[src/cpuPkg.sv]
`default_nettype none

package cpuPkg;

    localparam int wordWidth = 32;
    localparam int memDepth = 1024;
    localparam int memAddrWidth = 10;
    localparam int specRegWidth = 4;
    localparam int immWidth = 20;

    localparam logic [wordWidth-1:0] dataAreaStart = 32'd512;
    localparam logic [wordWidth-1:0] maxNumber = '1;
    localparam logic [wordWidth-1:0] pcResetValue = 32'd1;

    localparam logic [3:0] pcRegister = 4'd15;
    localparam logic [3:0] spRegister = 4'd14;
    localparam logic [3:0] lrRegister = 4'd13;
    localparam logic [3:0] savedSpRegister = 4'd5;
    localparam logic [4:0] hiddenSpRegister = 5'd16;  // Privileged stack, not addressable

    typedef enum logic [3:0] {
        opAdd       = 4'd0,
        opSub       = 4'd1,
        opAnd       = 4'd2,
        opOr        = 4'd3,
        opAddi      = 4'd4,
        opLoad      = 4'd5,
        opStore     = 4'd6,
        opBrz       = 4'd7,
        opEnterPriv = 4'd8,
        opExitPriv  = 4'd9,
        opCpxr      = 4'd10,
        opHalt      = 4'd11
    } opcodeT;

    typedef enum logic [2:0] {
        ctrlNone        = 3'd0,
        ctrlWriteAlu    = 3'd1,
        ctrlWriteLoad   = 3'd3,
        ctrlEnterPriv   = 3'd4,
        ctrlExitPriv    = 3'd5,
        ctrlCopySpecial = 3'd6
    } bankCtrlT;

    typedef struct packed {
        opcodeT      opcode;
        logic [3:0]  rd;
        logic [3:0]  rsA;
        logic [3:0]  rsB;
        logic [15:0] spare;
    } rFormT;

    typedef struct packed {
        opcodeT                      opcode;
        logic [3:0]                  rd;
        logic [3:0]                  rsA;
        logic signed [immWidth-1:0]  imm;
    } iFormT;

    typedef union packed {
        rFormT r;
        iFormT i;
    } instrWordT;

    typedef struct packed {
        logic                    read;
        logic                    write;
        logic [memAddrWidth-1:0] addr;
        logic [wordWidth-1:0]    wdata;
    } memReqT;

    typedef struct packed {
        logic                 valid;
        logic [wordWidth-1:0] rdata;
    } memRspT;

    typedef struct packed {
        logic       commit;
        bankCtrlT   ctrl;
        logic [3:0] rd;
    } bankCmdT;

endpackage

`default_nettype wire

[src/fetchUnit.sv]
`timescale 1ns/1ns
`default_nettype none

module fetchUnit (
    input  logic                             fast_clock,
    input  logic                             reset,
    input  logic                             fetchStart,
    input  logic [cpuPkg::wordWidth-1:0]     pc,
    input  logic                             grant,
    input  cpuPkg::memRspT                   rsp,
    output cpuPkg::memReqT                   req,
    output cpuPkg::instrWordT                instr,
    output logic                             instrValid
);
    import cpuPkg::*;

    logic pending;

    always_ff @(posedge fast_clock) begin
        if (reset) begin
            pending <= 1'b0;
        end else if (fetchStart) begin
            pending <= 1'b1;
        end else if (grant) begin
            pending <= 1'b0;
        end
    end

    // Address follows the PC, which settles after the previous commit
    assign req.read = pending;
    assign req.write = 1'b0;
    assign req.addr = pc[memAddrWidth-1:0];
    assign req.wdata = '0;

    always_ff @(posedge fast_clock) begin
        if (rsp.valid) begin
            instr <= rsp.rdata;
        end
    end

    assign instrValid = rsp.valid;

endmodule

`default_nettype wire

[config.mk]
export PLATFORM = sky130hd
export DESIGN_NAME = fetchUnit
export DESIGN_NICKNAME = d
export VERILOG_FILES = /design/src/cpuPkg.sv /design/src/fetchUnit.sv
export SDC_FILE = /design/constraint.sdc
export NUM_CORES = 1
export LEC_CHECK = 0
export BUFFER_PORTS_ARGS = -buffer_cell sky130_fd_sc_hd__buf_4
export CORE_MARGIN = 4
export CORE_UTILIZATION = 38
export CTS_BUF_LIST = sky130_fd_sc_hd__clkbuf_8
export DETAILED_ROUTE_END_ITERATION = 8
export GPL_TIMING_DRIVEN = 0
export PLACE_DENSITY = 0.88
export SLEW_MARGIN = 20
export SYNTH_ARGS = -nofsm -noshare
export SYNTH_HDL_FRONTEND = slang
export SYNTH_SLANG_ARGS = --single-unit
[constraint.sdc]
create_clock -name fast_clock -period 1.2 [get_ports fast_clock]
set_input_delay 0.06 -clock fast_clock [delete_from_list [all_inputs] [get_ports fast_clock]]
set_output_delay 0.06 -clock fast_clock [all_outputs]
set_load 0.05 [all_outputs]
# After elaboration in Yosys (flattened, before gate mapping)
# Index checks and enable logic that the tools add are counted.
op_classes:
  n_mux: 2
  reduce_logical: 1
ops:
  columns: ["operator", "count"]
  rows:
  - ["$mux 1", 2]
  - ["$reduce_bool 2->1", 1]
word_totals:
  register_bits: 33
  in_bits: 69

# Longest topological paths before layout
depth:
  word_depth: 2
  depth_mapped: 2
  depth_no_buf: 2

# Worst setup path after synthesis
# Ideal clock, no wire load.
synth_path:
  path_type: "register -> output"
  startpoint: "register instr[0] in the netlist's numbering"
  endpoint: "output port instr[0] in the netlist's numbering"
  path_stages_with_launch: 1
  setup_slack_ns: 0.539
  arrival_time_ns: 0.601
  required_ns: 1.140
  cell_sequence: "edfxtp_1"
synth_lines:
  columns: ["item", "line_no", "text"]
  rows:
  - ["start, declared", "fetchUnit.sv:12", "output cpuPkg::instrWordT instr,"]
  - ["start signal, assigned", "fetchUnit.sv:37", "instr <= rsp.rdata;"]
# No word-level cell between the ends.

# Final worst setup path
layout_path:
  startpoint: "register pending"
  endpoint: "output port req[43] in the netlist's numbering"
layout_lines:
  columns: ["item", "line_no", "text"]
  rows:
  - ["start, declared", "fetchUnit.sv:17", "logic pending;"]
  - ["start signal, assigned", "fetchUnit.sv:21", "pending <= 1'b0;"]
  - ["start signal, assigned", "fetchUnit.sv:23", "pending <= 1'b1;"]
  - ["start signal, assigned", "fetchUnit.sv:25", "pending <= 1'b0;"]
  - ["end, declared", "fetchUnit.sv:11", "output cpuPkg::memReqT req,"]
# No word-level cell between the ends.

==> flow_summary.yaml <==
status:
  outcome: "completed"
timing:
  skew_ns: 0
  drv_slew: 0
  rsz0062_at_grt: "false"
  tns_ns: 0
  finalHoldViolations: 0
  setup_viol_count_final: 0
  fmax_ghz: 1.02
  finalCritPeriodShare_pct: 81.5
  finalCriticalPeriod_ns: 0.978
drt:
  viasPerCell: 3.62
  drt_iter0_markers: 9
  wl_per_cell_um: 11.9
  drt_pass1_iterations: 2
  ant_nets: 0
  drc: 0
  vias: 1018
  wirelength_um: 3350
worst_setup_path:
  cp_max_fo: 2
  crit_path_end_kind: "primary output"
  crit_type: "reg -> out"
  crit_start: "pending"
  r2r-end: "pending"
  startpoint_type: "flip-flop"
  reg2regPathDepth: 2
  r2r_slack_ns: 0.59
  slowest_stage: "dfxtp_1"
  crit_chain: "buf_4 -> buf_4"
  crit_path_end: "req[43]"
  cp.depth: 2
  worst_ep_required_time_ns: 1.14
  cp.arrival_ns: 0.92
  slowest_delay_ns: 0.35
  r2r-start: "pending"
  crit_buf_inv: 2
  crit_top_cell: "buf_4"
  crit_family: "flip-flops"
hold_path:
  hold_path_class: "in -> reg"
  min_from: "fetchStart"
die:
  placementRows: 21
  fp.dieArea_mm2: 0.00454
  io_pins: 146
  die_x_um: 67.4
  fp.dieH_um: 67.4
  core_mm2: 0.00336
  start_util_pct: 39.9
power_and_ir_drop:
  powerDensity_mw_per_mm2: 1300
  combPwrFrac_pct: 33.4
  p_sw_mw: 1.12
  ir_drop_uv: 1080
  leakagePower_nw: 1.25
  p_sw_share_pct: 33.7
  seqPwrFrac_pct: 42.0
  p_int_mw: 2.19
  clkPwrFrac_pct: 24.6
grt:
  overflow: 0
  grt_usage_pct: 14.5
  antenna_found_initial: 0
  grt_pass1_vias: 929
  grt_max_degree: 34
  grt_pass1_wl_um: 4440
finish:
  final_cell_mix: "125 x buf_4, 33 x conb_1, 33 x dlygate4sd3_1, 32 x edfxtp_1, 6 x clkbuf_8"
  antenna_cells: 0
  final_common_cell: "buf_4"
  area_growth_syn_to_layout_pct: 89.4
  final_area_mm2: 0.00254
  drive_gt1_share_pct: 56.2
  fin_nets: 303
clocking:
  clockBufferDepth: 2
  cts-root-buf: "clkbuf_8"
  clkLatencyLatePin_ns: 0.28
  cts_resized: 0
  clock-sinks: 33
  numCtsBuffers: 5
  htree_levels: 2
  cts_tree: "built"
  clkSlewWorstSetupHoldPaths_ns: 0.06
logic_synthesis:
  synthCells: 82
  synth_top_area_share_pct: 71.6
  synth_area_mm2: 0.00134
  synth_top_area_cell: "edfxtp_1"
  synthTopCellsByArea: "edfxtp_1 72%, buf_4 25%, dfxtp_1 1.5%"
  yosys_warnings: 0
  avgSynthCellArea_um2: 16.4
  synth.distinct_cells: 7
  ys_seq_elements: 33
  yosysSeqAreaShare_pct: 73.1
place:
  place_area_mm2: 0.00212
  portBuffers: 80
  gp_congestion: 0.668
run:
  maxCapViolCount: 0
-- final cells by class --
cell class | count | area [um^2]
multi-input combinational | 35 | 139
inverter | 1 | 3.75
sequential | 33 | 981
clock buffer | 6 | 82.6
timing repair buffer | 113 | 931
tap | 46 | 57.6
fill | 229 | 823
clock inverter | 2 | 7.51
buffer | 45 | 338
-- worst min-delay path by stage --
stage,end,slack (ns),cells past startpoint
finish,pending,0.03,3
global route,pending,0.02,3
CTS,pending,0.01,3
detailed placement,pending,0.22,2
global placement,pending,0.22,2
floorplan,pending,0.12,1
-- through the flow --
stage	hold slack [ns]	cells	setup slack, ns	utilization [%]	power [mW]
floorplan	0.122	114	0.539	-	2.15
global placement	0.215	240	0.364	63.0	2.42
detailed placement	0.224	240	0.348	63.0	2.43
CTS	0.0149	281	0.214	75.5	3.33
global route	0.0194	281	0.195	75.5	3.44
finish	0.0275	281	0.222	75.5	3.30
-- registers in the layout, indices dropped and copies added (netlist names) --
register  count
instr        32
pending       1
-- synth_stat cells --
| cell | instances |
|---|---|
| buf_4 | 45 |
| conb_1 | 1 |
| edfxtp_1 | 32 |
| inv_1 | 1 |
| dfxtp_1 | 1 |
| nand2b_1 | 1 |
| a21oi_2 | 1 |
-- layer usage --
metal / track usage [%] / share of wire [%]
met1: 11.5 / 27
met2: 26.6 / 54
met5: 0 / 0
met3: 9.48 / 18
met4: 6.84 / 1.6
-- kinds of logic after synthesis --
group,Yosys count,share of synthesized area (%)
buffers and inverters,46,25.5
AND/OR/NAND/NOR,1,0.467
AO/OA/AOI/OAI,1,0.653
flip-flops,33,73.1
other,1,0.280
-- power groups by stage --
stage	clock [mW]	sequential, mW	combinational, mW
after global placement	0	1.41	1.01
after detailed placement	0	1.41	1.01
after floorplan	0	1.72	0.421
after global routing	0.897	1.40	1.14
final	0.813	1.39	1.10
after CTS	0.838	1.39	1.10
-- what timing repair did --
| action | CTS | global route |
|---|---|---|
| buffers inserted | 0 | 0 |
| endpoints found under the setup margin | 0 | 0 |
| endpoints found under the hold margin | 33 | 0 |
| hold buffers | 33 | 0 |
-- worst reg2reg max path: cells and delay by family, from the launching register on --
kind | cells | cell delay [ns]
AOI/OAI and AO/OA | 1 | 0.13
DFF | 1 | 0.35
and+or+nand+nor | 1 | 0.08
No activity file was read; power rests on OpenSTA's default activity.
