[config.mk]
export PLATFORM = sky130hd
export DESIGN_NAME = loadStoreUnit
export DESIGN_NICKNAME = d
export VERILOG_FILES = /design/src/cpuPkg.sv /design/src/loadStoreUnit.sv
export SDC_FILE = /design/constraint.sdc
export NUM_CORES = 1
export LEC_CHECK = 0
export BUFFER_PORTS_ARGS = -buffer_cell sky130_fd_sc_hd__buf_2
export CAP_MARGIN = 5
export CORE_ASPECT_RATIO = 0.6
export CORE_UTILIZATION = 42
export DETAILED_ROUTE_END_ITERATION = 12
export PLACE_DENSITY = 0.94
export SYNTH_ARGS = -nofsm -noshare
export SYNTH_HDL_FRONTEND = slang
export SYNTH_SLANG_ARGS = --single-unit
[constraint.sdc]
create_clock -name fast_clock -period 3.5 [get_ports fast_clock]
set_clock_uncertainty 0.05 [all_clocks]
set_input_delay 0 -clock fast_clock [delete_from_list [all_inputs] [get_ports fast_clock]]
set_output_delay 0 -clock fast_clock [all_outputs]
set_load 0.1 [all_outputs]
[src/cpuPkg.sv]
`default_nettype none

package cpuPkg;

    localparam int wordWidth = 32;
    localparam int memDepth = 1024;
    localparam int memAddrWidth = 10;
    localparam int specRegWidth = 4;
    localparam int immWidth = 20;

    localparam logic [wordWidth-1:0] dataAreaStart = 32'd512;
    localparam logic [wordWidth-1:0] maxNumber = '1;
    localparam logic [wordWidth-1:0] pcResetValue = 32'd1;

    localparam logic [3:0] pcRegister = 4'd15;
    localparam logic [3:0] spRegister = 4'd14;
    localparam logic [3:0] lrRegister = 4'd13;
    localparam logic [3:0] savedSpRegister = 4'd5;
    localparam logic [4:0] hiddenSpRegister = 5'd16;  // Privileged stack, not addressable

    typedef enum logic [3:0] {
        opAdd       = 4'd0,
        opSub       = 4'd1,
        opAnd       = 4'd2,
        opOr        = 4'd3,
        opAddi      = 4'd4,
        opLoad      = 4'd5,
        opStore     = 4'd6,
        opBrz       = 4'd7,
        opEnterPriv = 4'd8,
        opExitPriv  = 4'd9,
        opCpxr      = 4'd10,
        opHalt      = 4'd11
    } opcodeT;

    typedef enum logic [2:0] {
        ctrlNone        = 3'd0,
        ctrlWriteAlu    = 3'd1,
        ctrlWriteLoad   = 3'd3,
        ctrlEnterPriv   = 3'd4,
        ctrlExitPriv    = 3'd5,
        ctrlCopySpecial = 3'd6
    } bankCtrlT;

    typedef struct packed {
        opcodeT      opcode;
        logic [3:0]  rd;
        logic [3:0]  rsA;
        logic [3:0]  rsB;
        logic [15:0] spare;
    } rFormT;

    typedef struct packed {
        opcodeT                      opcode;
        logic [3:0]                  rd;
        logic [3:0]                  rsA;
        logic signed [immWidth-1:0]  imm;
    } iFormT;

    typedef union packed {
        rFormT r;
        iFormT i;
    } instrWordT;

    typedef struct packed {
        logic                    read;
        logic                    write;
        logic [memAddrWidth-1:0] addr;
        logic [wordWidth-1:0]    wdata;
    } memReqT;

    typedef struct packed {
        logic                 valid;
        logic [wordWidth-1:0] rdata;
    } memRspT;

    typedef struct packed {
        logic       commit;
        bankCtrlT   ctrl;
        logic [3:0] rd;
    } bankCmdT;

endpackage

`default_nettype wire

[src/loadStoreUnit.sv]
`timescale 1ns/1ns
`default_nettype none

module loadStoreUnit (
    input  logic                             fast_clock,
    input  logic                             reset,
    input  logic                             lsStart,
    input  logic                             lsWrite,
    input  logic [cpuPkg::wordWidth-1:0]     address,
    input  logic [cpuPkg::wordWidth-1:0]     storeData,
    input  logic                             grant,
    input  cpuPkg::memRspT                   rsp,
    output cpuPkg::memReqT                   req,
    output logic [cpuPkg::wordWidth-1:0]     loadData,
    output logic                             lsDone
);
    import cpuPkg::*;

    logic pending;
    logic isWrite;
    logic loadDone;
    logic [memAddrWidth-1:0] addrReg;
    logic [wordWidth-1:0] dataReg;

    always_ff @(posedge fast_clock) begin
        if (reset) begin
            pending <= 1'b0;
            isWrite <= 1'b0;
            loadDone <= 1'b0;
        end else begin
            if (lsStart) begin
                pending <= 1'b1;
                isWrite <= lsWrite;
            end else if (grant) begin
                pending <= 1'b0;
            end
            loadDone <= rsp.valid && !isWrite;
        end
    end

    always_ff @(posedge fast_clock) begin
        if (lsStart) begin
            addrReg <= address[memAddrWidth-1:0];   // Word address
            dataReg <= storeData;
        end
        if (rsp.valid && !isWrite) begin
            loadData <= rsp.rdata;
        end
    end

    assign req.read = pending && !isWrite;
    assign req.write = pending && isWrite;
    assign req.addr = addrReg;
    assign req.wdata = dataReg;

    // Store ends with its response, load one cycle later with the data
    assign lsDone = (rsp.valid && isWrite) || loadDone;

endmodule

`default_nettype wire

# Word level (Yosys, flattened, before mapping)
# Index checks and enable logic that the tools add are counted.
[word_totals]
inputBits = 102
latchBits = 0
out_inout_bits = 77
ramBits = 0
mem_bits_ro = 0
n_memories = 0
reg_bits = 77
wordCells = 15
[classes]
bitwise = 0
n_reduce_logical = 7
div_mod_pow = 0
n_lt_le_gt_ge = 0
eq_ne = 0
n_mul = 0
n_shift = 0
add_sub_neg = 0
mux = 2
[ops]
columns = ["cell", "n"]
rows = [
  ["$logic_and 1x1->1", 4],
  ["$mux 1", 2],
  ["$reduce_bool 2->1", 1],
  ["$logic_not 1->1", 1],
  ["$logic_or 1x1->1", 1],
]

# Logic depth before layout (Yosys ltp)
[logic_depth]
ltp_word = 2
ltp_mapped = 2
depth_no_buf = 2

# Worst setup path before layout
# OpenSTA, ideal clock, no wires.
[synth_path]
path_type = "register -> register"
from = "register isWrite"
to = "register loadData[0] in the netlist's numbering, enable pin"
synth_period_minus_slack_ns = 1.656
n_path_buf = 0
path_stages_with_launch = 2
setup_slack_ns = 1.844
t_arrival_ns = 1.210
path_cell_list = "dfxtp_1 nor2b_2"
[synth_between]
elab_chain_len = 2
[synth_rtl]
columns = ["element", "line_no", "rtl"]
rows = [
  ["start, declared", "loadStoreUnit.sv:20", "logic isWrite;"],
  ["start signal, assigned", "loadStoreUnit.sv:33", "isWrite <= lsWrite;"],
  ["$logic_not 1->1", "loadStoreUnit.sv:46", "if (rsp.valid && !isWrite) begin"],
  ["$logic_and 1x1->1", "loadStoreUnit.sv:46", ""],
  ["end signal, assigned", "loadStoreUnit.sv:47", "loadData <= rsp.rdata;"],
  ["end, declared", "loadStoreUnit.sv:14", "output logic [cpuPkg::wordWidth-1:0] loadData,"],
]
# Every way passes these cells.
# A chain may end at the register's enable or synchronous reset.

==> impl_results.md <==
- Status: completed
- Worst-path fanout max: 5
- CP endpoint kind: output port
- Initial DRC Count: 67
- Setup_tns: 0 ps
- Slowest Stage Delay on Critical Path: 430 ps
- Core area: about 5200 sq um
- Placement Cell Area: about 3200 sq um
- Vias in the first global route: between 1500 and 2000
- TritonCTS clock tree: built
- Number of synthesized flops with an enable pin: 74
- Clock sink count: 77
- Antenna cells: 0
- MaxCap Viol Count: 0
- # port buffers: ~160
- Clock buffer depth: 2
- DR vias: 1779
- Worst-margin pin slew: about 940 ps
- Num CTS Buffers: 9
- Sw Pwr: 0.000851 W
- Flop2flop setup slack: approximately 2300 ps
- Peak Freq: ~710 MHz
- Switch share: 0.367
- Unique cell type count in the Yosys netlist: 11
- Number of fill cells: 280
- Routed WL: between 6 and 7 mm
- LEAKAGE: 1.81 nW
- Combinational power share: 0.284
- Crit Path Category: reg -> out
- All-Layer GR Usage: 0.222
- Register area: 2280 sq um
- Crit path required time: between 3000 and 4000 ps
- Startpoint Class: flip-flop
- CP Data Arrival Time: ~1400 ps
- # rows: 20
- Initial antenna violation count: 0
- GRT overflow: 0
- Die Wd: 98.6 um
- Internal Power: approximately 0.0015 W
- Final instance area: between 4000 and 5000 sq um
- H-Tree Depth: 3
- WL/cell: 15.6 um
- First-pass GRT wire length: 9.16 mm
- Area of the multi-input gates: roughly 64 sq um
- Asr flop ratio synth: 0
- Final nets: 434
- Main synth FF type: edfxtp_1
- RSZ-0062 raised after global routing: no
- DRC Markers: 0
- Fin. max-slew vios: 0
- Antenna Nets Post-Route: 0
- Area Overhead vs Synth: 76.9%
- Post-detailed-placement half-perimeter wirelength: about 3.6 mm
- Relative slew slack: 0.375
- Top-Level Pins: ~180
- Area leader, netlist: edfxtp_1
- Sequential power share: 0.475
- Worst-path clk slew: roughly 70 ps
- HP Class: in -> reg
- Share of layout cells above drive strength 1: 0.510
- Die height: 59.9 um
- Routability cong.: ~0.71
- Post-synth top area share: 0.946
- Post-Synthesis Cells: just under 90
- Largest net degree at the start of global routing: 45
- Cell area after synthesis: ~2300 sq um
- Seq cells post-synth: 77
- Initial core utilization: 0.449
- Die area: a little under 6000 sq um
- Clock network power share: 0.241
- Min Clock Period, post-route: between 1000 and 1500 ps
- Tcrit/Tclk final: 0.401
- Critical path's slowest cell: buf_2
- Via density: about 4.4
- Post-CTS Setup Inserts: 0
- CTS Root Cell: clkbuf_8
- Max rail drop VDD: 367 uV
- Mean Syn Cell Area: 27.0 sq um
- Pwr Density: 559 nW/um^2
- Pre-antenna DRT Iters: 4
- Yosys warnings: 0
- Most numerous cell in the Yosys netlist: edfxtp_1
- Clock Latency Late Sink: roughly 340 ps
- Final setup viols: 0
- Cell Chain, Critical Path: and2_1 > buf_2
- Synth top cells by count: edfxtp_1, dfxtp_1, nor2b_2
- Final Hold Viols: 0
- Post-synthesis sequential area ratio: 0.971
- Area contributors post-synth: edfxtp_1, dfxtp_1, nor2b_2
- Syn_nets: around 190
## state kept, by name (all words and copies together) (netlist names)
register,cells
pending,1
dataReg,32
isWrite,1
loadData,32
loadDone,1
addrReg,10
## area by class of cell
class,count,area share
flip-flops and latches,77,0.549
repair buffers,234,0.375
well taps,66,0.0199
clock buffers,10,0.0307
inverters,1,0.000903
multi-input cells,9,0.0154
clock inverters,6,0.00903
## power by group through the flow
stage	combinational [W]	sequential (W)	clock [W]
2_1_floorplan	0.0000273	0.00157	0
3_3_place_gp	0.000584	0.00112	0
3_5_place_dp	0.000588	0.00112	0
4_1_cts	0.000655	0.00110	0.000581
5_1_grt	0.000675	0.00111	0.000615
6_report	0.000660	0.00110	0.000559
## stage by stage
stage	util	hold WS, ps	setup slack (ps)	power, W	std cells
detailed placement	0.616	128	2270	0.00171	310
global placement	0.616	126	2320	0.00170	310
floorplan	-	15.8	1840	0.00159	87
global route	0.795	304	2020	0.00240	403
finish	0.795	311	2100	0.00232	403
CTS	0.795	297	2130	0.00234	403
## worst max-delay path, delay by kind of cell, from the launching register on
kind | cells | cell delay, ps
buffers and inverters | 1 | 430
and+or+nand+nor | 1 | 180
DFF | 1 | 410
## what timing repair did
action | 4_1_cts | 5_1_grt
hold buffers | 77 | 0
gates resized for setup | 0 | 0
hold endpoints to repair | 77 | 0
## per-layer routing
layer | vias to the layer above | global-route usage | part of all wire
met3 | 14 | 0.0725 | 0.067
li1 | 832 | - | -
met2 | 93 | 0.437 | 0.55
met1 | 840 | 0.215 | 0.36
met4 | 0 | 0.111 | 0.022
met5 | - | 0 | 0
## logic make-up after synthesis
family          share of synthesized area
mux                               0.00426
simple gates                       0.0176
compound gates                    0.00532
flops                               0.971
buf+inv                           0.00160
## worst paths after layout
kind                        start                     end  cells after the start
max          isWrite$_SDFFE_PP0P_                 req[42]                      2
min                       rsp[14]  loadData[14]$_DFFE_PP_                      2
min reg2reg  isWrite$_SDFFE_PP0P_    isWrite$_SDFFE_PP0P_                      2
max reg2reg  isWrite$_SDFFE_PP0P_  loadData[16]$_DFFE_PP_                      2
## layout by cell type (no fill, tap or decap), types with 2 or more instances in the layout
| cell | n |
|---|---|
| dfxtp_1 | 3 |
| inv_6 | 2 |
| clkbuf_8 | 9 |
| edfxtp_1 | 74 |
| dlygate4sd3_1 | 77 |
| clkinv_1 | 2 |
| buf_2 | 156 |
| nor2b_2 | 2 |
No activity file was read; power rests on OpenSTA's default activity.
