<file path="config.mk">
export PLATFORM = sky130hd
export DESIGN_NAME = aluUnit
export DESIGN_NICKNAME = d
export VERILOG_FILES = /design/src/cpuPkg.sv /design/src/aluUnit.sv
export SDC_FILE = /design/constraint.sdc
export NUM_CORES = 1
export LEC_CHECK = 0
export BUFFER_PORTS_ARGS = -buffer_cell sky130_fd_sc_hd__buf_4
export CAP_MARGIN = 20
export CORE_ASPECT_RATIO = 1.4
export CORE_MARGIN = 2
export CORE_UTILIZATION = 35
export DETAILED_ROUTE_END_ITERATION = 8
export SLEW_MARGIN = 20
export SYNTH_ARGS = -nofsm -noshare
export SYNTH_HDL_FRONTEND = slang
export SYNTH_SLANG_ARGS = --single-unit
</file>
<file path="constraint.sdc">
create_clock -name vclk -period 13.9
set_clock_uncertainty 0.05 [all_clocks]
set_input_delay 0 -clock vclk [all_inputs]
set_output_delay 0 -clock vclk [all_outputs]
set_load 0.05 [all_outputs]
</file>
<file path="src/cpuPkg.sv">
`default_nettype none

package cpuPkg;

    localparam int wordWidth = 32;
    localparam int memDepth = 1024;
    localparam int memAddrWidth = 10;
    localparam int specRegWidth = 4;
    localparam int immWidth = 20;

    localparam logic [wordWidth-1:0] dataAreaStart = 32'd512;
    localparam logic [wordWidth-1:0] maxNumber = '1;
    localparam logic [wordWidth-1:0] pcResetValue = 32'd1;

    localparam logic [3:0] pcRegister = 4'd15;
    localparam logic [3:0] spRegister = 4'd14;
    localparam logic [3:0] lrRegister = 4'd13;
    localparam logic [3:0] savedSpRegister = 4'd5;
    localparam logic [4:0] hiddenSpRegister = 5'd16;  // Privileged stack, not addressable

    typedef enum logic [3:0] {
        opAdd       = 4'd0,
        opSub       = 4'd1,
        opAnd       = 4'd2,
        opOr        = 4'd3,
        opAddi      = 4'd4,
        opLoad      = 4'd5,
        opStore     = 4'd6,
        opBrz       = 4'd7,
        opEnterPriv = 4'd8,
        opExitPriv  = 4'd9,
        opCpxr      = 4'd10,
        opHalt      = 4'd11
    } opcodeT;

    typedef enum logic [2:0] {
        ctrlNone        = 3'd0,
        ctrlWriteAlu    = 3'd1,
        ctrlWriteLoad   = 3'd3,
        ctrlEnterPriv   = 3'd4,
        ctrlExitPriv    = 3'd5,
        ctrlCopySpecial = 3'd6
    } bankCtrlT;

    typedef struct packed {
        opcodeT      opcode;
        logic [3:0]  rd;
        logic [3:0]  rsA;
        logic [3:0]  rsB;
        logic [15:0] spare;
    } rFormT;

    typedef struct packed {
        opcodeT                      opcode;
        logic [3:0]                  rd;
        logic [3:0]                  rsA;
        logic signed [immWidth-1:0]  imm;
    } iFormT;

    typedef union packed {
        rFormT r;
        iFormT i;
    } instrWordT;

    typedef struct packed {
        logic                    read;
        logic                    write;
        logic [memAddrWidth-1:0] addr;
        logic [wordWidth-1:0]    wdata;
    } memReqT;

    typedef struct packed {
        logic                 valid;
        logic [wordWidth-1:0] rdata;
    } memRspT;

    typedef struct packed {
        logic       commit;
        bankCtrlT   ctrl;
        logic [3:0] rd;
    } bankCmdT;

endpackage

`default_nettype wire

</file>
<file path="src/aluUnit.sv">
`timescale 1ns/1ns
`default_nettype none

module aluUnit (
    input  cpuPkg::opcodeT                   aluOp,
    input  logic [cpuPkg::wordWidth-1:0]     operandA,
    input  logic [cpuPkg::wordWidth-1:0]     operandB,
    input  logic [cpuPkg::wordWidth-1:0]     immediate,
    input  logic                             useImm,
    input  logic [cpuPkg::wordWidth-1:0]     currentPc,
    output logic [cpuPkg::wordWidth-1:0]     result,
    output logic [cpuPkg::wordWidth-1:0]     nextPc,
    output logic                             shouldBranch
);
    import cpuPkg::*;

    logic [wordWidth-1:0] secondOperand;

    assign secondOperand = useImm ? immediate : operandB;
    assign nextPc = currentPc + 1'b1;
    assign shouldBranch = aluOp == opBrz && operandA == '0;

    always_comb begin
        case (aluOp)
            opSub:   result = operandA - secondOperand;
            opAnd:   result = operandA & secondOperand;
            opOr:    result = operandA | secondOperand;
            opBrz:   result = currentPc + immediate;   // Branch target
            default: result = operandA + secondOperand;  // Add, addi, load/store address
        endcase
    end

endmodule

`default_nettype wire

</file>
# Yosys cells after proc, flatten, opt, wreduce, memory -nomap -nowiden
# Cells that the tools add are included.
dict set report totals {
  ff_bits 0
  in_bits 133
  output_inout_bits 65
  wordCells 14
}
dict set report op_classes {
  addsub 4
  eq_ne 4
  mux 2
  n_bitwise 2
  reduce_logical 2
}
# op n
set ops {}
lappend ops {{case mux 32 bit (4 select lines)} 1}
lappend ops {{adder 32 bit} 2}
lappend ops {{adder 32 x 1 -> 32 bit, second input constant} 1}
lappend ops {{bitwise AND 32 bit} 1}
lappend ops {{logical NOT 32 bit} 1}
lappend ops {{2-to-1 mux 32 bit} 1}
lappend ops {{OR 32 bit} 1}
lappend ops {{subtractor 32 bit} 1}
lappend ops {{equality test 4 x 2 -> 1 bit, second input constant} 2}
lappend ops {{equality test 4 x 1 -> 1 bit, second input constant} 1}
lappend ops {{equality test 4 x 3 -> 1 bit, second input constant} 1}
lappend ops {{logical AND 1 bit} 1}

# Logic depth before layout (Yosys ltp)
# Gate-level depths: netlist of run 1.
dict set report depth {
  ltp_word 3
  depth_mapped 25
  depth_no_buf 19
}

# Worst setup path after synthesis of run 1
# No wires, ideal clock.
dict set report synth_timing {
  path_kind {input-to-output}
  startpoint {input port useImm}
  endpoint {output port result[23] in the netlist's numbering}
  t_arrival_ns 5.429
  required_time_ns 13.850
  slack_ns 8.421
  stages 24
  n_path_buf 6
  cell_sequence {buf_6 buf_4 buf_4 buf_2 buf_1 mux2i_1 ha_1 o21ai_1 or2_4 o31ai_4 o21ai_2 a21o_1 o31ai_1 xnor2_1 ha_1 clkbuf_1 nand2_1 o211ai_1 nand4b_1 nand2_1 a2111oi_0 or3_1 xor2_1 o21ai_0}
}
dict set report synth_via {
  elab_chain_len 3
  word_cells_on_any_way 6
  cone_classes {add/sub: 2; mux: 2; bitwise: 2}
}
# item line
set synth_lines {}
lappend synth_lines {{from (decl)} aluUnit.sv:9} ;# input logic useImm,
lappend synth_lines {{2-to-1 mux 32 bit (*)} aluUnit.sv:19} ;# assign secondOperand = useImm ? immediate : operandB;
lappend synth_lines {{adder 32 bit, or another cell as far along} aluUnit.sv:29} ;# default: result = operandA + secondOperand;
lappend synth_lines {{case mux 32 bit (4 select lines) (*)} aluUnit.sv:24} ;# case (aluOp)
lappend synth_lines {{to (decl)} aluUnit.sv:11} ;# output logic [cpuPkg::wordWidth-1:0] result,
# Every way passes the cells marked *; elsewhere a longest branch is shown, timed or not.

# Final worst setup path of run 1
dict set report layout_timing {
  startpoint {input port useImm}
  endpoint {output port result[25] in the netlist's numbering}
}
# Same word-level chain as after synthesis.

==> metrics.txt, run 1 <==
largest net degree at the start of global routing 67; Critical Path Max Stage Delay 0.57 ns; clock buf count 0; Crit-path slowest cell buf_4; Seq Cell Count 0; outcome complete, no violations; Internal Power 0.000186 W; Congestion Overflow GR 0; cells after synthesis 849; Vias 7190; RSZ-0062 raised after global routing no; die area 17600 µm²; Reg power frac 0%; pins over their slew limit 0; number of global-route vias before repair 7015; Synth Cell Area 5800 µm²; cells along the critical path buf_4, mux2i_1, ha_1, o21ai_1, or2_4, o31ai_4, o21ai_2, a21o_1, nor2_1, xnor2_1, ha_1, a211oi_1, o211ai_1, nand4b_1, nand2_1, a2111oi_0, or3_1, o21ai_1, xnor2_1, o221ai_1, buf_4; ANT nets after route 0; Simple-Gate Fraction of Synth Area 24.4%; Mean Syn Cell Area 6.83 µm²; worst endpoint data arrival time 4.98 ns; Setup Crit Path Kind input pin to output pin; adder-cell area share of the yosys netlist 16.7%; Pwr Density 69.2 nW/µm²; initial antenna violation count 1; Final nets 1224; WP data required 13.85 ns; share of post-route cells with drive strength above 1 22.5%; Seq/Total Area, Yosys 0%; WL per Instance 19.6 µm; Netlist cell types 76; largest family of logic cells by synthesized area compound AO/OA/AOI/OAI gates; mux contribution to synthesized area 6.26%; num ports 198; fillers 1718; XOR/XNOR share of the synthesized area 17.2%; initial DRC count 421; Hold Violations, Final 0; Sw Pwr 0.000328 W; Port Buf Inserts 198; CP Capture Type output pin; Synth Area in Compound Gates 31.7%; Sw Share 63.9%; area grow syn2layout 28.2%; final number of setup-violating endpoints 0; Min Hold Slack 0.278 ns; DRT Wirelength 23900 µm; max frequency 0.199 GHz; first-pass GRT wire length 35700 µm; Hold Path Depth 3; core area 16200 µm²; slew at the pin closest to its max-slew limit 0.868 ns; Fin Setup TNS 0 ns; fin crit share 36.2%; IR drop worst, VDD 0.0942 mV; hold_buf cts 0; chip height 156 µm; row cnt 55; Post-CTS Resized 0; max_slew headroom 42.2%; startpoint types input pin; Tmin final 5.03 ns; # DRC 0; post-CTS setup buffers 0; Die X 113 µm; combined flip-flop and latch cell area 0 µm²; Worst Path Max Fanout 66; Final GP Congestion 0.900; Post-DP HPWL 20200 µm; Worst Hold Class input pin to output pin; GRT Total Usage 25.5%; footprint of the multi-input gates 5580 µm²; first drt pass iteration count 5; leakage power total 3.33 nW; Via density 5.89; synth warn 0; Synthesized Nets 1050; Comb pwr share 100.0%; Starting Density 35.8%; Clock power frac 0%; max cap viols 0
==> per-stage QoR <==
| step | utilization [%] | total power, W | instances | worst slack [ns] | area (µm²) |
|---|---|---|---|---|---|
| floorplan | - | 0.000345 | 849 | 8.42 | 5800 |
| global placement | 45.9 | 0.000510 | 1220 | 9.08 | 7420 |
| CTS | 45.9 | 0.000512 | 1220 | 8.92 | 7420 |
| finish | 45.9 | 0.000514 | 1221 | 8.87 | 7430 |
| global route | 45.9 | 0.000548 | 1221 | 8.49 | 7430 |
| detailed placement | 45.9 | 0.000510 | 1220 | 8.94 | 7420 |
==> cells in the mapped netlist (4+ instances only) <==
cell,instances,area [µm²]
a31oi_1,11,68.8
xor2_1,40,350
mux2i_1,27,270
a211o_1,6,52.6
or3_1,4,25.0
a22oi_1,8,60.1
nand4_1,11,68.8
nand2_1,78,293
o221ai_1,9,78.8
and3_1,21,131
nor4_1,9,56.3
o21ai_0,63,315
clkbuf_1,20,75.1
nor2b_1,6,37.5
a211oi_1,9,67.6
and2_1,7,43.8
mux2_2,7,78.8
nand3_1,28,140
o31ai_1,5,37.5
a21oi_1,83,415
inv_1,20,75.1
o41ai_1,4,35.0
maj3_1,10,100
o21bai_1,5,37.5
nand2b_1,6,37.5
a21o_1,26,195
nor2_2,5,31.3
xnor2_1,72,631
o211ai_1,9,67.6
nor3_1,30,150
o21ai_1,6,30.0
o21a_1,10,75.1
nor2_1,68,255
ha_1,66,826
==> final cells by class <==
type	instances	share of cell area (%)
antenna	1	0.0337
inverter	20	1.01
multi-input combinational	799	75.2
tap	199	3.35
timing repair buffer	202	20.4
==> final timing paths <==
path / startpoint / endpoint
setup / recovery: useImm / result[25]
hold / removal: currentPc[0] / nextPc[0]
==> cell families (layout without fill, tap and decap cells) <==
group,Yosys count,count (layout)
mux,35,35
fa+ha+maj,78,78
buf+inv,50,222
simple gates,289,289
xor+xnor,113,113
other cells,0,1
compound gates,284,284
==> power by group through the flow <==
stage                 clock [W]  combinational [W]  sequential, W
2_1_floorplan                 0           0.000345              0
3_3_place_gp                  0           0.000510              0
3_5_place_dp                  0           0.000510              0
4_1_cts                       0           0.000512              0
5_1_grt        0.00000000000962           0.000548              0
6_report       0.00000000000963           0.000514              0
==> critical path, delay by kind of cell <==
family | cells | cell delay [ns]
AOI/OAI and AO/OA | 9 | 2.02
xor gates and xnor gates | 2 | 0.23
adders and majority gates | 2 | 0.60
buffers and inverters | 2 | 0.83
muxes | 1 | 0.41
and+or+nand+nor | 5 | 0.85
==> metal layers <==
layer  part of all wire (%)  global-route usage [%]  vias up
li1                       -                       -     3526
met1                     36                    25.7     3304
met2                     52                    51.1      286
met3                    5.4                    1.94       74
met4                    6.3                    13.2        0
met5                      0                       0        -
==> cells in the final DEF, fill, tap and decap left out, drive strengths merged, types with 30 or more instances in the layout <==
master	count
xor2	40
nor3	30
buf	202
nor2	73
o21ai	70
a21oi	84
ha	66
xnor2	73
nand2	78
(Power assumes the default switching activity.)
==> run 2, diff against run 1 <==
- clock period: 13.9 -> 4.29 ns (I/O delays scaled with it)
==> metrics.txt, run 2 (synthesis gave the netlist of run 1 again) <==
outcome complete, no violations; row cnt 55; Via density 5.88; Pwr Density 227 nW/µm²; IR drop worst, VDD 0.316 mV; fillers 1734; max_slew headroom 57.9%; max cap viols 0; Sw Pwr 0.00110 W; pins over their slew limit 0; Worst Hold Class input pin to output pin; Final nets 1237; fin worst setup slack 0.208 ns; num ports 198; area grow syn2layout 32.9%; Post-DP HPWL 20700 µm; Seq Cell Count 0; most common cell after layout, fill and taps aside buf_4; dpl ws 0.119 ns; first drt pass iteration count 5; WP data required 4.24 ns; Congestion Overflow GR 0; die area 17600 µm²; Sw Share 63.3%; Tmin final 4.08 ns; Overall Power 0.00174 W; Die X 113 µm; Clock power frac 0%; Fin Setup TNS 0 ns; Port Buf Inserts 198; commonest non-fill, non-tap cells in the layout buf_4, a21oi_1, nand2_1, xnor2_1, nor2_1; slew at the pin closest to its max-slew limit 0.628 ns; Reg power frac 0%; GRT Total Usage 25.6%; Final GP Congestion 0.906; CP Capture Type output pin; ANT nets after route 0; fin crit share 95.2%; chip height 156 µm; Setup Crit Path Kind input pin to output pin; Comb pwr share 100.0%; core area 16200 µm²; number of global-route vias before repair 6948; leakage power total 3.42 nW; Starting Density 35.8%; initial DRC count 384; share of post-route cells with drive strength above 1 25.9%; # DRC 0; final cell utilization of the core 47.6%; Vias 7254; combined flip-flop and latch cell area 0 µm²; first-pass GRT wire length 36300 µm; largest net degree at the start of global routing 44; Internal Power 0.000641 W; clock buf count 0; worst endpoint data arrival time 4.03 ns; DRT Wirelength 24200 µm; startpoint types input pin; Worst Path Max Fanout 12; Hold Violations, Final 0; WL per Instance 19.6 µm; final number of setup-violating endpoints 0; max frequency 0.245 GHz; hold_buf cts 0; Antenna diodes 0; initial antenna violation count 0
## run 2: critical path: stages
cell	delay (ns)
buf_4	0.18
mux2i_4	0.27
ha_2	0.22
o21ai_2	0.06
or2_4	0.28
o31ai_4	0.22
o21ai_2	0.11
a21o_4	0.24
or2_1	0.26
buf_4	0.17
nor2_2	0.12
xnor2_1	0.08
ha_1	0.39
nor2b_1	0.18
o41ai_1	0.27
o21ai_1	0.18
a211oi_2	0.34
xnor2_2	0.13
o221ai_4	0.15
buf_6	0.18
## run 2: final cells by class
| class | count | area (µm²) | share of cell area (%) |
|---|---|---|---|
| inverters | 20 | 75.1 | 0.975 |
| multi-input cells | 799 | 5750 | 74.7 |
| well taps | 199 | 249 | 3.23 |
| repair buffers | 215 | 1630 | 21.1 |
## run 2: repair_timing
item                       in CTS  in global routing
gates resized for setup         0                 12
buffers inserted                0                  1
setup endpoints to repair       0                  7
## run 2: path summary, 6_finish.rpt
check,from,endpoint,depth (start not counted)
setup / recovery,useImm,result[31],20
hold / removal,currentPc[0],nextPc[0],3
## run 2: power by group through the flow
stage               Sequential (W)  Clock (W)  Combinational, W
floorplan                        0          0           0.00116
detailed placement               0          0           0.00172
finish                           0          0           0.00174
CTS                              0          0           0.00172
global route                     0          0           0.00186
global placement                 0          0           0.00172
## run 2: metrics by stage
stage | area, µm² | hold slack (ns) | std cells
final | 7700 | 0.278 | 1233
after global routing | 7700 | 0.288 | 1233
after CTS | 7640 | 0.281 | 1232
after detailed placement | 7640 | 0.280 | 1232
after global placement | 7640 | 0.281 | 1232
after floorplan | 5960 | 0.126 | 849
## run 2: routing by layer
| metal | vias up | wire, µm | track usage (%) |
|---|---|---|---|
| met4 | 0 | 1280 | 11.4 |
| met5 | - | 0 | 0 |
| met2 | 291 | 12800 | 50.3 |
| met3 | 67 | 1550 | 2.63 |
| li1 | 3550 | - | - |
| met1 | 3346 | 8580 | 27.0 |
