**config.mk**
```make
export PLATFORM = sky130hd
export DESIGN_NAME = memArbiter
export DESIGN_NICKNAME = d
export VERILOG_FILES = /design/src/cpuPkg.sv /design/src/memArbiter.sv
export SDC_FILE = /design/constraint.sdc
export NUM_CORES = 1
export LEC_CHECK = 0
export BUFFER_PORTS_ARGS = -buffer_cell sky130_fd_sc_hd__buf_4
export CAP_MARGIN = 20
export CORE_AREA = 5 5 119 121
export CTS_BUF_LIST = sky130_fd_sc_hd__clkbuf_2
export CTS_CLUSTER_SIZE = 10
export DETAILED_ROUTE_END_ITERATION = 10
export DIE_AREA = 0 0 124 126
export GPL_TIMING_DRIVEN = 0
export PLACE_DENSITY_LB_ADDON = 0.08
export SLEW_MARGIN = 20
export SYNTH_ARGS = -nofsm -noshare
export SYNTH_HDL_FRONTEND = slang
export SYNTH_SLANG_ARGS = --single-unit
```
**constraint.sdc**
```tcl
create_clock -name fast_clock -period 2.7 [get_ports fast_clock]
set_clock_uncertainty 0.15 [all_clocks]
set_input_delay 0.135 -clock fast_clock [delete_from_list [all_inputs] [get_ports fast_clock]]
set_output_delay 0.135 -clock fast_clock [all_outputs]
set_load 0.02 [all_outputs]
```
**src/cpuPkg.sv**
```systemverilog
`default_nettype none

package cpuPkg;

    localparam int wordWidth = 32;
    localparam int memDepth = 1024;
    localparam int memAddrWidth = 10;
    localparam int specRegWidth = 4;
    localparam int immWidth = 20;

    localparam logic [wordWidth-1:0] dataAreaStart = 32'd512;
    localparam logic [wordWidth-1:0] maxNumber = '1;
    localparam logic [wordWidth-1:0] pcResetValue = 32'd1;

    localparam logic [3:0] pcRegister = 4'd15;
    localparam logic [3:0] spRegister = 4'd14;
    localparam logic [3:0] lrRegister = 4'd13;
    localparam logic [3:0] savedSpRegister = 4'd5;
    localparam logic [4:0] hiddenSpRegister = 5'd16;  // Privileged stack, not addressable

    typedef enum logic [3:0] {
        opAdd       = 4'd0,
        opSub       = 4'd1,
        opAnd       = 4'd2,
        opOr        = 4'd3,
        opAddi      = 4'd4,
        opLoad      = 4'd5,
        opStore     = 4'd6,
        opBrz       = 4'd7,
        opEnterPriv = 4'd8,
        opExitPriv  = 4'd9,
        opCpxr      = 4'd10,
        opHalt      = 4'd11
    } opcodeT;

    typedef enum logic [2:0] {
        ctrlNone        = 3'd0,
        ctrlWriteAlu    = 3'd1,
        ctrlWriteLoad   = 3'd3,
        ctrlEnterPriv   = 3'd4,
        ctrlExitPriv    = 3'd5,
        ctrlCopySpecial = 3'd6
    } bankCtrlT;

    typedef struct packed {
        opcodeT      opcode;
        logic [3:0]  rd;
        logic [3:0]  rsA;
        logic [3:0]  rsB;
        logic [15:0] spare;
    } rFormT;

    typedef struct packed {
        opcodeT                      opcode;
        logic [3:0]                  rd;
        logic [3:0]                  rsA;
        logic signed [immWidth-1:0]  imm;
    } iFormT;

    typedef union packed {
        rFormT r;
        iFormT i;
    } instrWordT;

    typedef struct packed {
        logic                    read;
        logic                    write;
        logic [memAddrWidth-1:0] addr;
        logic [wordWidth-1:0]    wdata;
    } memReqT;

    typedef struct packed {
        logic                 valid;
        logic [wordWidth-1:0] rdata;
    } memRspT;

    typedef struct packed {
        logic       commit;
        bankCtrlT   ctrl;
        logic [3:0] rd;
    } bankCmdT;

endpackage

`default_nettype wire

```
**src/memArbiter.sv**
```systemverilog
`timescale 1ns/1ns
`default_nettype none

module memArbiter (
    input  logic                             fast_clock,
    input  logic                             reset,
    input  cpuPkg::memReqT                   hostReq,
    input  cpuPkg::memReqT                   lsReq,
    input  cpuPkg::memReqT                   fetchReq,
    output cpuPkg::memReqT                   memReq,
    input  logic [cpuPkg::wordWidth-1:0]     memRdata,
    output logic                             hostGrant,
    output logic                             lsGrant,
    output logic                             fetchGrant,
    output cpuPkg::memRspT                   hostRsp,
    output cpuPkg::memRspT                   lsRsp,
    output cpuPkg::memRspT                   fetchRsp
);
    import cpuPkg::*;

    logic hostOwned;
    logic lsOwned;
    logic fetchOwned;

    // Fixed priority: host, load/store, fetch
    assign hostGrant = hostReq.read || hostReq.write;
    assign lsGrant = !hostGrant && (lsReq.read || lsReq.write);
    assign fetchGrant = !hostGrant && !lsGrant && (fetchReq.read || fetchReq.write);

    always_comb begin
        if (hostGrant) begin
            memReq = hostReq;
        end else if (lsGrant) begin
            memReq = lsReq;
        end else if (fetchGrant) begin
            memReq = fetchReq;
        end else begin
            memReq = '0;   // Idle memory
        end
    end

    always_ff @(posedge fast_clock) begin
        if (reset) begin
            hostOwned <= 1'b0;
            lsOwned <= 1'b0;
            fetchOwned <= 1'b0;
        end else begin
            hostOwned <= hostGrant;
            lsOwned <= lsGrant;
            fetchOwned <= fetchGrant;
        end
    end

    assign hostRsp = '{valid: hostOwned, rdata: memRdata};
    assign lsRsp = '{valid: lsOwned, rdata: memRdata};
    assign fetchRsp = '{valid: fetchOwned, rdata: memRdata};

endmodule

`default_nettype wire

```
### Word-level counts from Yosys, hierarchy flattened

Cells that the tools add are included.

| storage, ports and cells | value |
|---|---|
| memory bits (read-only) | 0 |
| word-level logic and storage cells | 14 |
| register bits after elaboration | 3 |
| output and inout port bits | 146 |
| memory bits (writable) | 0 |
| latch bits | 0 |
| input bits | 166 |
| memories | 0 |

| cells by class | value |
|---|---|
| reductions and logical operators | 8 |
| div/mod/pow operators | 0 |
| magnitude comparators | 0 |
| multiplexer cells | 3 |
| multipliers | 0 |
| eq/ne operators | 0 |
| $add $sub $neg | 0 |
| bitwise operators | 0 |
| shift-type cells | 0 |

Operators with widths:

| cell | count |
|---|---|
| $mux W44 | 3 |
| $logic_and A1 B1 Y1 | 3 |
| $logic_or A1 B1 Y1 | 3 |
| $logic_not A1 Y1 | 2 |

### Longest topological paths before layout

Gate-level depths: netlist of run 1.

| depth | value |
|---|---|
| depth in word-level cells | 9 |
| mapped depth | 6 |
| mapped depth without buffers | 4 |

### Worst setup path before layout of run 1

OpenSTA, ideal clock, no wires.

| path | value |
|---|---|
| path kind | in2out |
| start | in hostReq[43] in the netlist's numbering |
| end | out memReq[10] in the netlist's numbering |
| stages | 4 |
| data required time | 2.415 ns |
| arrival | 0.990 ns |
| path buffers | 1 |
| slack | 1.425 ns |
| cell sequence | nor2_4 > clkbuf_1 > nor2_1 > a21oi_1 |

RTL lines:

| item | line | RTL |
|---|---|---|
| from (decl) | memArbiter.sv:7 | `input cpuPkg::memReqT hostReq,` |
| to (decl) | memArbiter.sv:10 | `output cpuPkg::memReqT memReq,` |

==> results.sh, run 1 <==
export IMPL_status="complete, no violations"
export IMPL_grt_pass1_vias=3049
export IMPL_slew_headroom_pct=66.0
export IMPL_dpl_cell_area_sq_um=4310
export IMPL_grt_max_degree=11
export IMPL_max_cap_violations=0
export IMPL_syn_num_nets=476
export IMPL_startpoint="hostReq[43]"
export IMPL_die_area_sq_um=15600
export IMPL_p_per_area_nw_per_um2=219
export IMPL_cts_made_buffers=3
export IMPL_crit_type="in -> out"
export IMPL_grt_pass1_wl_um=15900
export IMPL_crit_path_frequent_cell="buf_4"
export IMPL_drive_gt1_share_pct=74.7
export IMPL_synth_warnings=0
export IMPL_ctsLongestPathBuffers=2
export IMPL_end_kind="primary output"
export IMPL_area_growth_pct=118
export IMPL_min_delay_start="memRdata[15]"
export IMPL_dp_hpwl_um=9650
export IMPL_portBuffers=279
export IMPL_cts_max_level=1
export IMPL_cpMaxStageDelayCell="clkbuf_1"
export IMPL_ys_ff_latch=3
export IMPL_stdcell_area_sq_um=4340
export IMPL_tightest_slew_ns=0.509
export IMPL_crit_arrival_ns=1.36
export IMPL_die_h_um=126
export IMPL_wl_um=11200
export IMPL_root_buffer="clkbuf_2"
export IMPL_slew_viol_final=0
export IMPL_grtUsageTotal_pct=12.6
export IMPL_dr_pass1_iters=4
export IMPL_dp_cells=765
export IMPL_fin_tns_setup_ns=0
export IMPL_path_cells="buf_4 -> nor2_4 -> clkbuf_1 -> nor2_1 -> a21oi_1 -> buf_4"
export IMPL_finalCriticalPeriod_ns=1.65
export IMPL_start_util_pct=15.4
export IMPL_diodes=0
export IMPL_drtAntennaViolNets=0
export IMPL_finalHoldViolations=0
export IMPL_wl_per_cell_um=14.5
export IMPL_clock_sinks=3
export IMPL_cts_tree="built"
export IMPL_rows=42
export IMPL_rsz0062_at_grt="false"
export IMPL_nets=761
export IMPL_post_cts_buffers=0
export IMPL_synth_cell_types=16
export IMPL_fin_hold_ws_ns=0.317
export IMPL_drt_iter0_drc=60
export IMPL_critPathMaxStageDelay_ns=0.44
export IMPL_synth_avg_cell_area_sq_um=6.43
export IMPL_p_leak_uw=0.00224
export IMPL_hold_path_class="in -> out"
export IMPL_antenna_found_initial=0
export IMPL_vias_per_cell=3.89
export IMPL_fmax_mhz=608
export IMPL_min_period_over_period_pct=61.0
export IMPL_drc=0
export IMPL_grt_ovfl_total=0
export IMPL_startpoint_type="input pin"
export IMPL_seq_area_frac_synth_pct=3.01
export IMPL_die_w_um=124
export IMPL_core_area_sq_um=13000
export IMPL_max_vdd_ir_drop_uv=75.6
export IMPL_netlist_area_sq_um=1990
export IMPL_routabilityCongestion=0.753
export IMPL_final_setup_viol_count=0
export IMPL_cp_required_ns=2.41
export IMPL_worstPathMaxFanout=10
export IMPL_synthCells=310
export IMPL_final_cells=770
export IMPL_ios=312
export IMPL_vias=2995
final timing paths:
check / to / depth (start not counted)
min: fetchRsp[15] / 2
max: memReq[32] / 6
sequential cells by signal, summed over array words and instances, names as in the netlist:
signal	count
fetchOwned	1
hostOwned	1
lsOwned	1
layout make-up:
cell class | count | area, sq um
inverter | 3 | 11.3
sequential | 3 | 60.1
fill | 1447 | 8640
clock buffer | 4 | 20.0
tap | 176 | 220
buffer | 122 | 898
timing repair buffer | 280 | 2100
multi-input combinational | 182 | 1020
stage by stage:
step	utilization, %	worst slack, ns	power, uW
2_1_floorplan	-	1.43	488
3_3_place_gp	33.2	1.01	895
3_5_place_dp	33.2	0.982	900
4_1_cts	33.4	0.972	968
5_1_grt	33.4	0.892	1020
6_report	33.4	1.05	948
worst max-delay path, delay by kind of cell:
kind,cells,cell delay [ns]
buffers and inverters,3,0.74
and+or+nand+nor,2,0.32
AOI/OAI and AO/OA,1,0.16
logic make-up (layout without fill, tap and decap cells):
group / Yosys count / count (layout) / synth area share, %
AO/OA/AOI/OAI: 88 / 88 / 29.9
flip-flops: 3 / 3 / 3.01
AND/OR/NAND/NOR: 94 / 94 / 21.5
buffers and inverters: 125 / 409 / 45.6
cell usage in the layout, fill, tap and decap left out:
master	count
buf_6	6
dlygate4sd3_1	1
nand3_1	42
buf_2	10
o21bai_1	2
nor3_1	2
buf_4	381
a21oi_2	40
a21oi_1	46
clkbuf_2	4
inv_1	2
nor2_1	45
inv_2	1
nand2_1	1
dfxtp_1	3
or2_1	2
nor2_4	2
clkbuf_1	4
synthesized netlist by cell type:
library cell	n	area share, %
buf_4	102	38
a21oi_1	46	12
nor2_1	45	8.5
nand3_1	42	11
a21oi_2	40	18
buf_2	10	2.5
buf_6	6	3.4
clkbuf_1	4	0.75
dfxtp_1	3	3.0
inv_1	2	0.38
nor2_4	2	1.1
nor3_1	2	0.50
o21bai_1	2	0.75
or2_1	2	0.63
inv_2	1	0.19
nand2_1	1	0.19
per-layer routing:
metal	vias up	part of all wire (%)	GRT usage (%)
met1	1314	31	12.2
met5	-	0	0
li1	1507	-	-
met4	0	0.75	1.61
met2	166	56	25.9
met3	8	12	3.95
where the power goes:
part / total (uW) / switching [uW] / internal, uW
Combinational: 841 / 399 / 441
Sequential: 46.7 / 0.383 / 46.3
Clock: 61.1 / 22.1 / 39.1
what timing repair did:
item	CTS	global route
gates resized for setup	0	0
hold buffers	1	0
endpoints found under the hold margin	3	0
endpoints found under the setup margin	0	0
(Power assumes the default switching activity.)
==> run 2: changes to the inputs <==
==> constraint.sdc (replaced) <==
create_clock -name fast_clock -period 1.3 [get_ports fast_clock]
set_clock_uncertainty 0.15 [all_clocks]
set_input_delay 0.065 -clock fast_clock [delete_from_list [all_inputs] [get_ports fast_clock]]
set_output_delay 0.065 -clock fast_clock [all_outputs]
set_load 0.02 [all_outputs]
==> run 2 against run 1 <==
  * The flow now finishes with violations (setup timing)
  * Design area increased by 10%
  * First-iteration DRC count increased by 20%
  * Final cell count increased by 1.6%
  * Global-route usage increased by 0.16 points
  * Non-clock buffer count increased by 12
  * Clock power increased by 110%
  * Setup slack got worse by 1.1 ns
  * Largest cell class unchanged
==> results.sh, run 2 (synthesis gave the netlist of run 1 again) <==
export IMPL_finalCriticalPeriod_ns=1.31
export IMPL_layout_commonest_cell="buf_4"
export IMPL_largestRegisters="fetchOwned x1, hostOwned x1, lsOwned x1"
export IMPL_grt_ovfl_total=0
export IMPL_final_setup_viol_count=4
export IMPL_max_cap_violations=0
export IMPL_ctsLongestPathBuffers=2
export IMPL_worstPathMaxFanout=10
export IMPL_grtUsageTotal_pct=12.8
export IMPL_max_vdd_ir_drop_uv=158
export IMPL_cts_made_buffers=3
export IMPL_crit_arrival_ns=1.09
export IMPL_slew_viol_final=0
export IMPL_critPathTopFamily="buffers and inverters"
export IMPL_root_buffer="clkbuf_2"
export IMPL_route_met3_wl_um=1370
export IMPL_path_cells="buf_8 -> or2_4 -> buf_12 -> buf_12 -> a21oi_2 -> a21oi_1 -> buf_4"
export IMPL_cpMaxStageDelayCell="or2_4"
export IMPL_area_growth_pct=140
export IMPL_cts_tree="built"
export IMPL_status="finished, violations left"
export IMPL_final_cells=782
export IMPL_wl_per_cell_um=14.9
export IMPL_vias=3070
export IMPL_dp_hpwl_um=9650
export IMPL_wl_met1_um=3660
export IMPL_drtAntennaViolNets=0
export IMPL_routabilityCongestion=0.753
export IMPL_rows=42
export IMPL_clkTransAtPathRegs_ns=0.04
export IMPL_ios=312
export IMPL_stdcell_area_sq_um=4780
export IMPL_worst_path_buf_inv=4
export IMPL_grt_pass1_wl_um=16000
export IMPL_clock_sinks=3
export IMPL_dpl_cell_area_sq_um=4310
export IMPL_layout_setup_ws_ns=-0.00814
export IMPL_portBuffers=279
export IMPL_rsz0062_at_grt="true"
export IMPL_drt_iter0_drc=72
export IMPL_dp_cells=765
export IMPL_die_area_sq_um=15600
export IMPL_die_w_um=124
export IMPL_violations="setup timing"
export IMPL_p_leak_uw=0.00242
export IMPL_p_per_area_nw_per_um2=449
export IMPL_final_fill_count=1421
export IMPL_layout_common_cells="buf_4, nor2_1, nand3_1, a21oi_2, a21oi_1"
export IMPL_critPathMaxStageDelay_ns=0.25
export IMPL_nets=773
export IMPL_dr_pass1_iters=4
export IMPL_slew_headroom_pct=83.2
export IMPL_core_area_sq_um=13000
export IMPL_wl_met2_um=6530
export IMPL_vias_per_cell=3.93
export IMPL_end_kind="primary output"
export IMPL_crit_type="in -> out"
export IMPL_crit_path_frequent_cell="buf_12"
export IMPL_die_h_um=126
export IMPL_drive_gt1_share_pct=77.7
export IMPL_fmax_mhz=764
export IMPL_start_util_pct=15.4
export IMPL_cts_max_level=1
export IMPL_cp_required_ns=1.09
export IMPL_startpoint_type="input pin"
export IMPL_tightest_slew_ns=0.251
export IMPL_final_util_pct=36.8
export IMPL_hold_path_class="in -> reg"
export IMPL_diodes=0
export IMPL_grt_max_degree=11
export IMPL_grt_pass1_vias=3075
export IMPL_routed_top_layer="met4"
export IMPL_wl_um=11700
export IMPL_finalHoldViolations=0
export IMPL_drc=0
export IMPL_antenna_found_initial=0
export IMPL_min_period_over_period_pct=101
run 2: final timing paths:
| path | endpoint | cells past startpoint | start |
|---|---|---|---|
| worst max-delay path | memReq[14] | 7 | lsReq[42] |
| worst min-delay path | hostOwned | 4 | hostReq[42] |
run 2: repair_timing:
item / in CTS / in global routing
resized for setup: 28 / 48
buffers inserted: 4 / 5
hold buffers: 1 / 0
hold endpoints to repair: 3 / 0
setup endpoints to repair: 41 / 41
cloned: 1 / 2
pin swaps: 5 / 18
run 2: worst min-delay path, cell delays in order:
cell and delay, ns:
buf_6 0.08, nor2_4 0.05, clkbuf_2 0.19, nor2_1 0.11
run 2: power breakdown:
group / leakage [uW] / internal [uW] / switching, uW
Combinational: 0.00238 / 1040 / 880
Sequential: 0.0000247 / 96.1 / 0.794
Clock: 0.0000166 / 81.1 / 48.7
Total: 0.00242 / 1210 / 930
run 2: per-stage QoR:
stage	hold slack, ns	power [uW]	worst slack, ns	setup TNS [ns]
after detailed placement	0.0999	1870	-0.278	-8.82
after global placement	0.0994	1860	-0.254	-8.07
after floorplan	-0.0126	1010	0.165	0
after global routing	0.182	2290	-0.0514	-0.921
after CTS	0.178	2070	-0.0280	-0.364
final	0.176	2140	-0.00814	-0.0146
run 2: layout make-up:
| type | instances | area, sq um | area share (%) |
|---|---|---|---|
| Clock buffer | 4 | 20.0 | 0.419 |
| Timing Repair Buffer | 292 | 2310 | 48.3 |
| Tap cell | 176 | 220 | 4.61 |
| Sequential cell | 3 | 60.1 | 1.26 |
| Inverter | 3 | 13.8 | 0.288 |
| Multi-Input combinational cell | 182 | 1120 | 23.5 |
| Buffer | 122 | 1040 | 21.7 |
run 2: routing by layer:
metal	vias to the layer above	GRT usage (%)
met1	1359	12.6
met3	8	4.04
met2	166	26.0
met4	0	1.61
li1	1537	-
met5	-	0
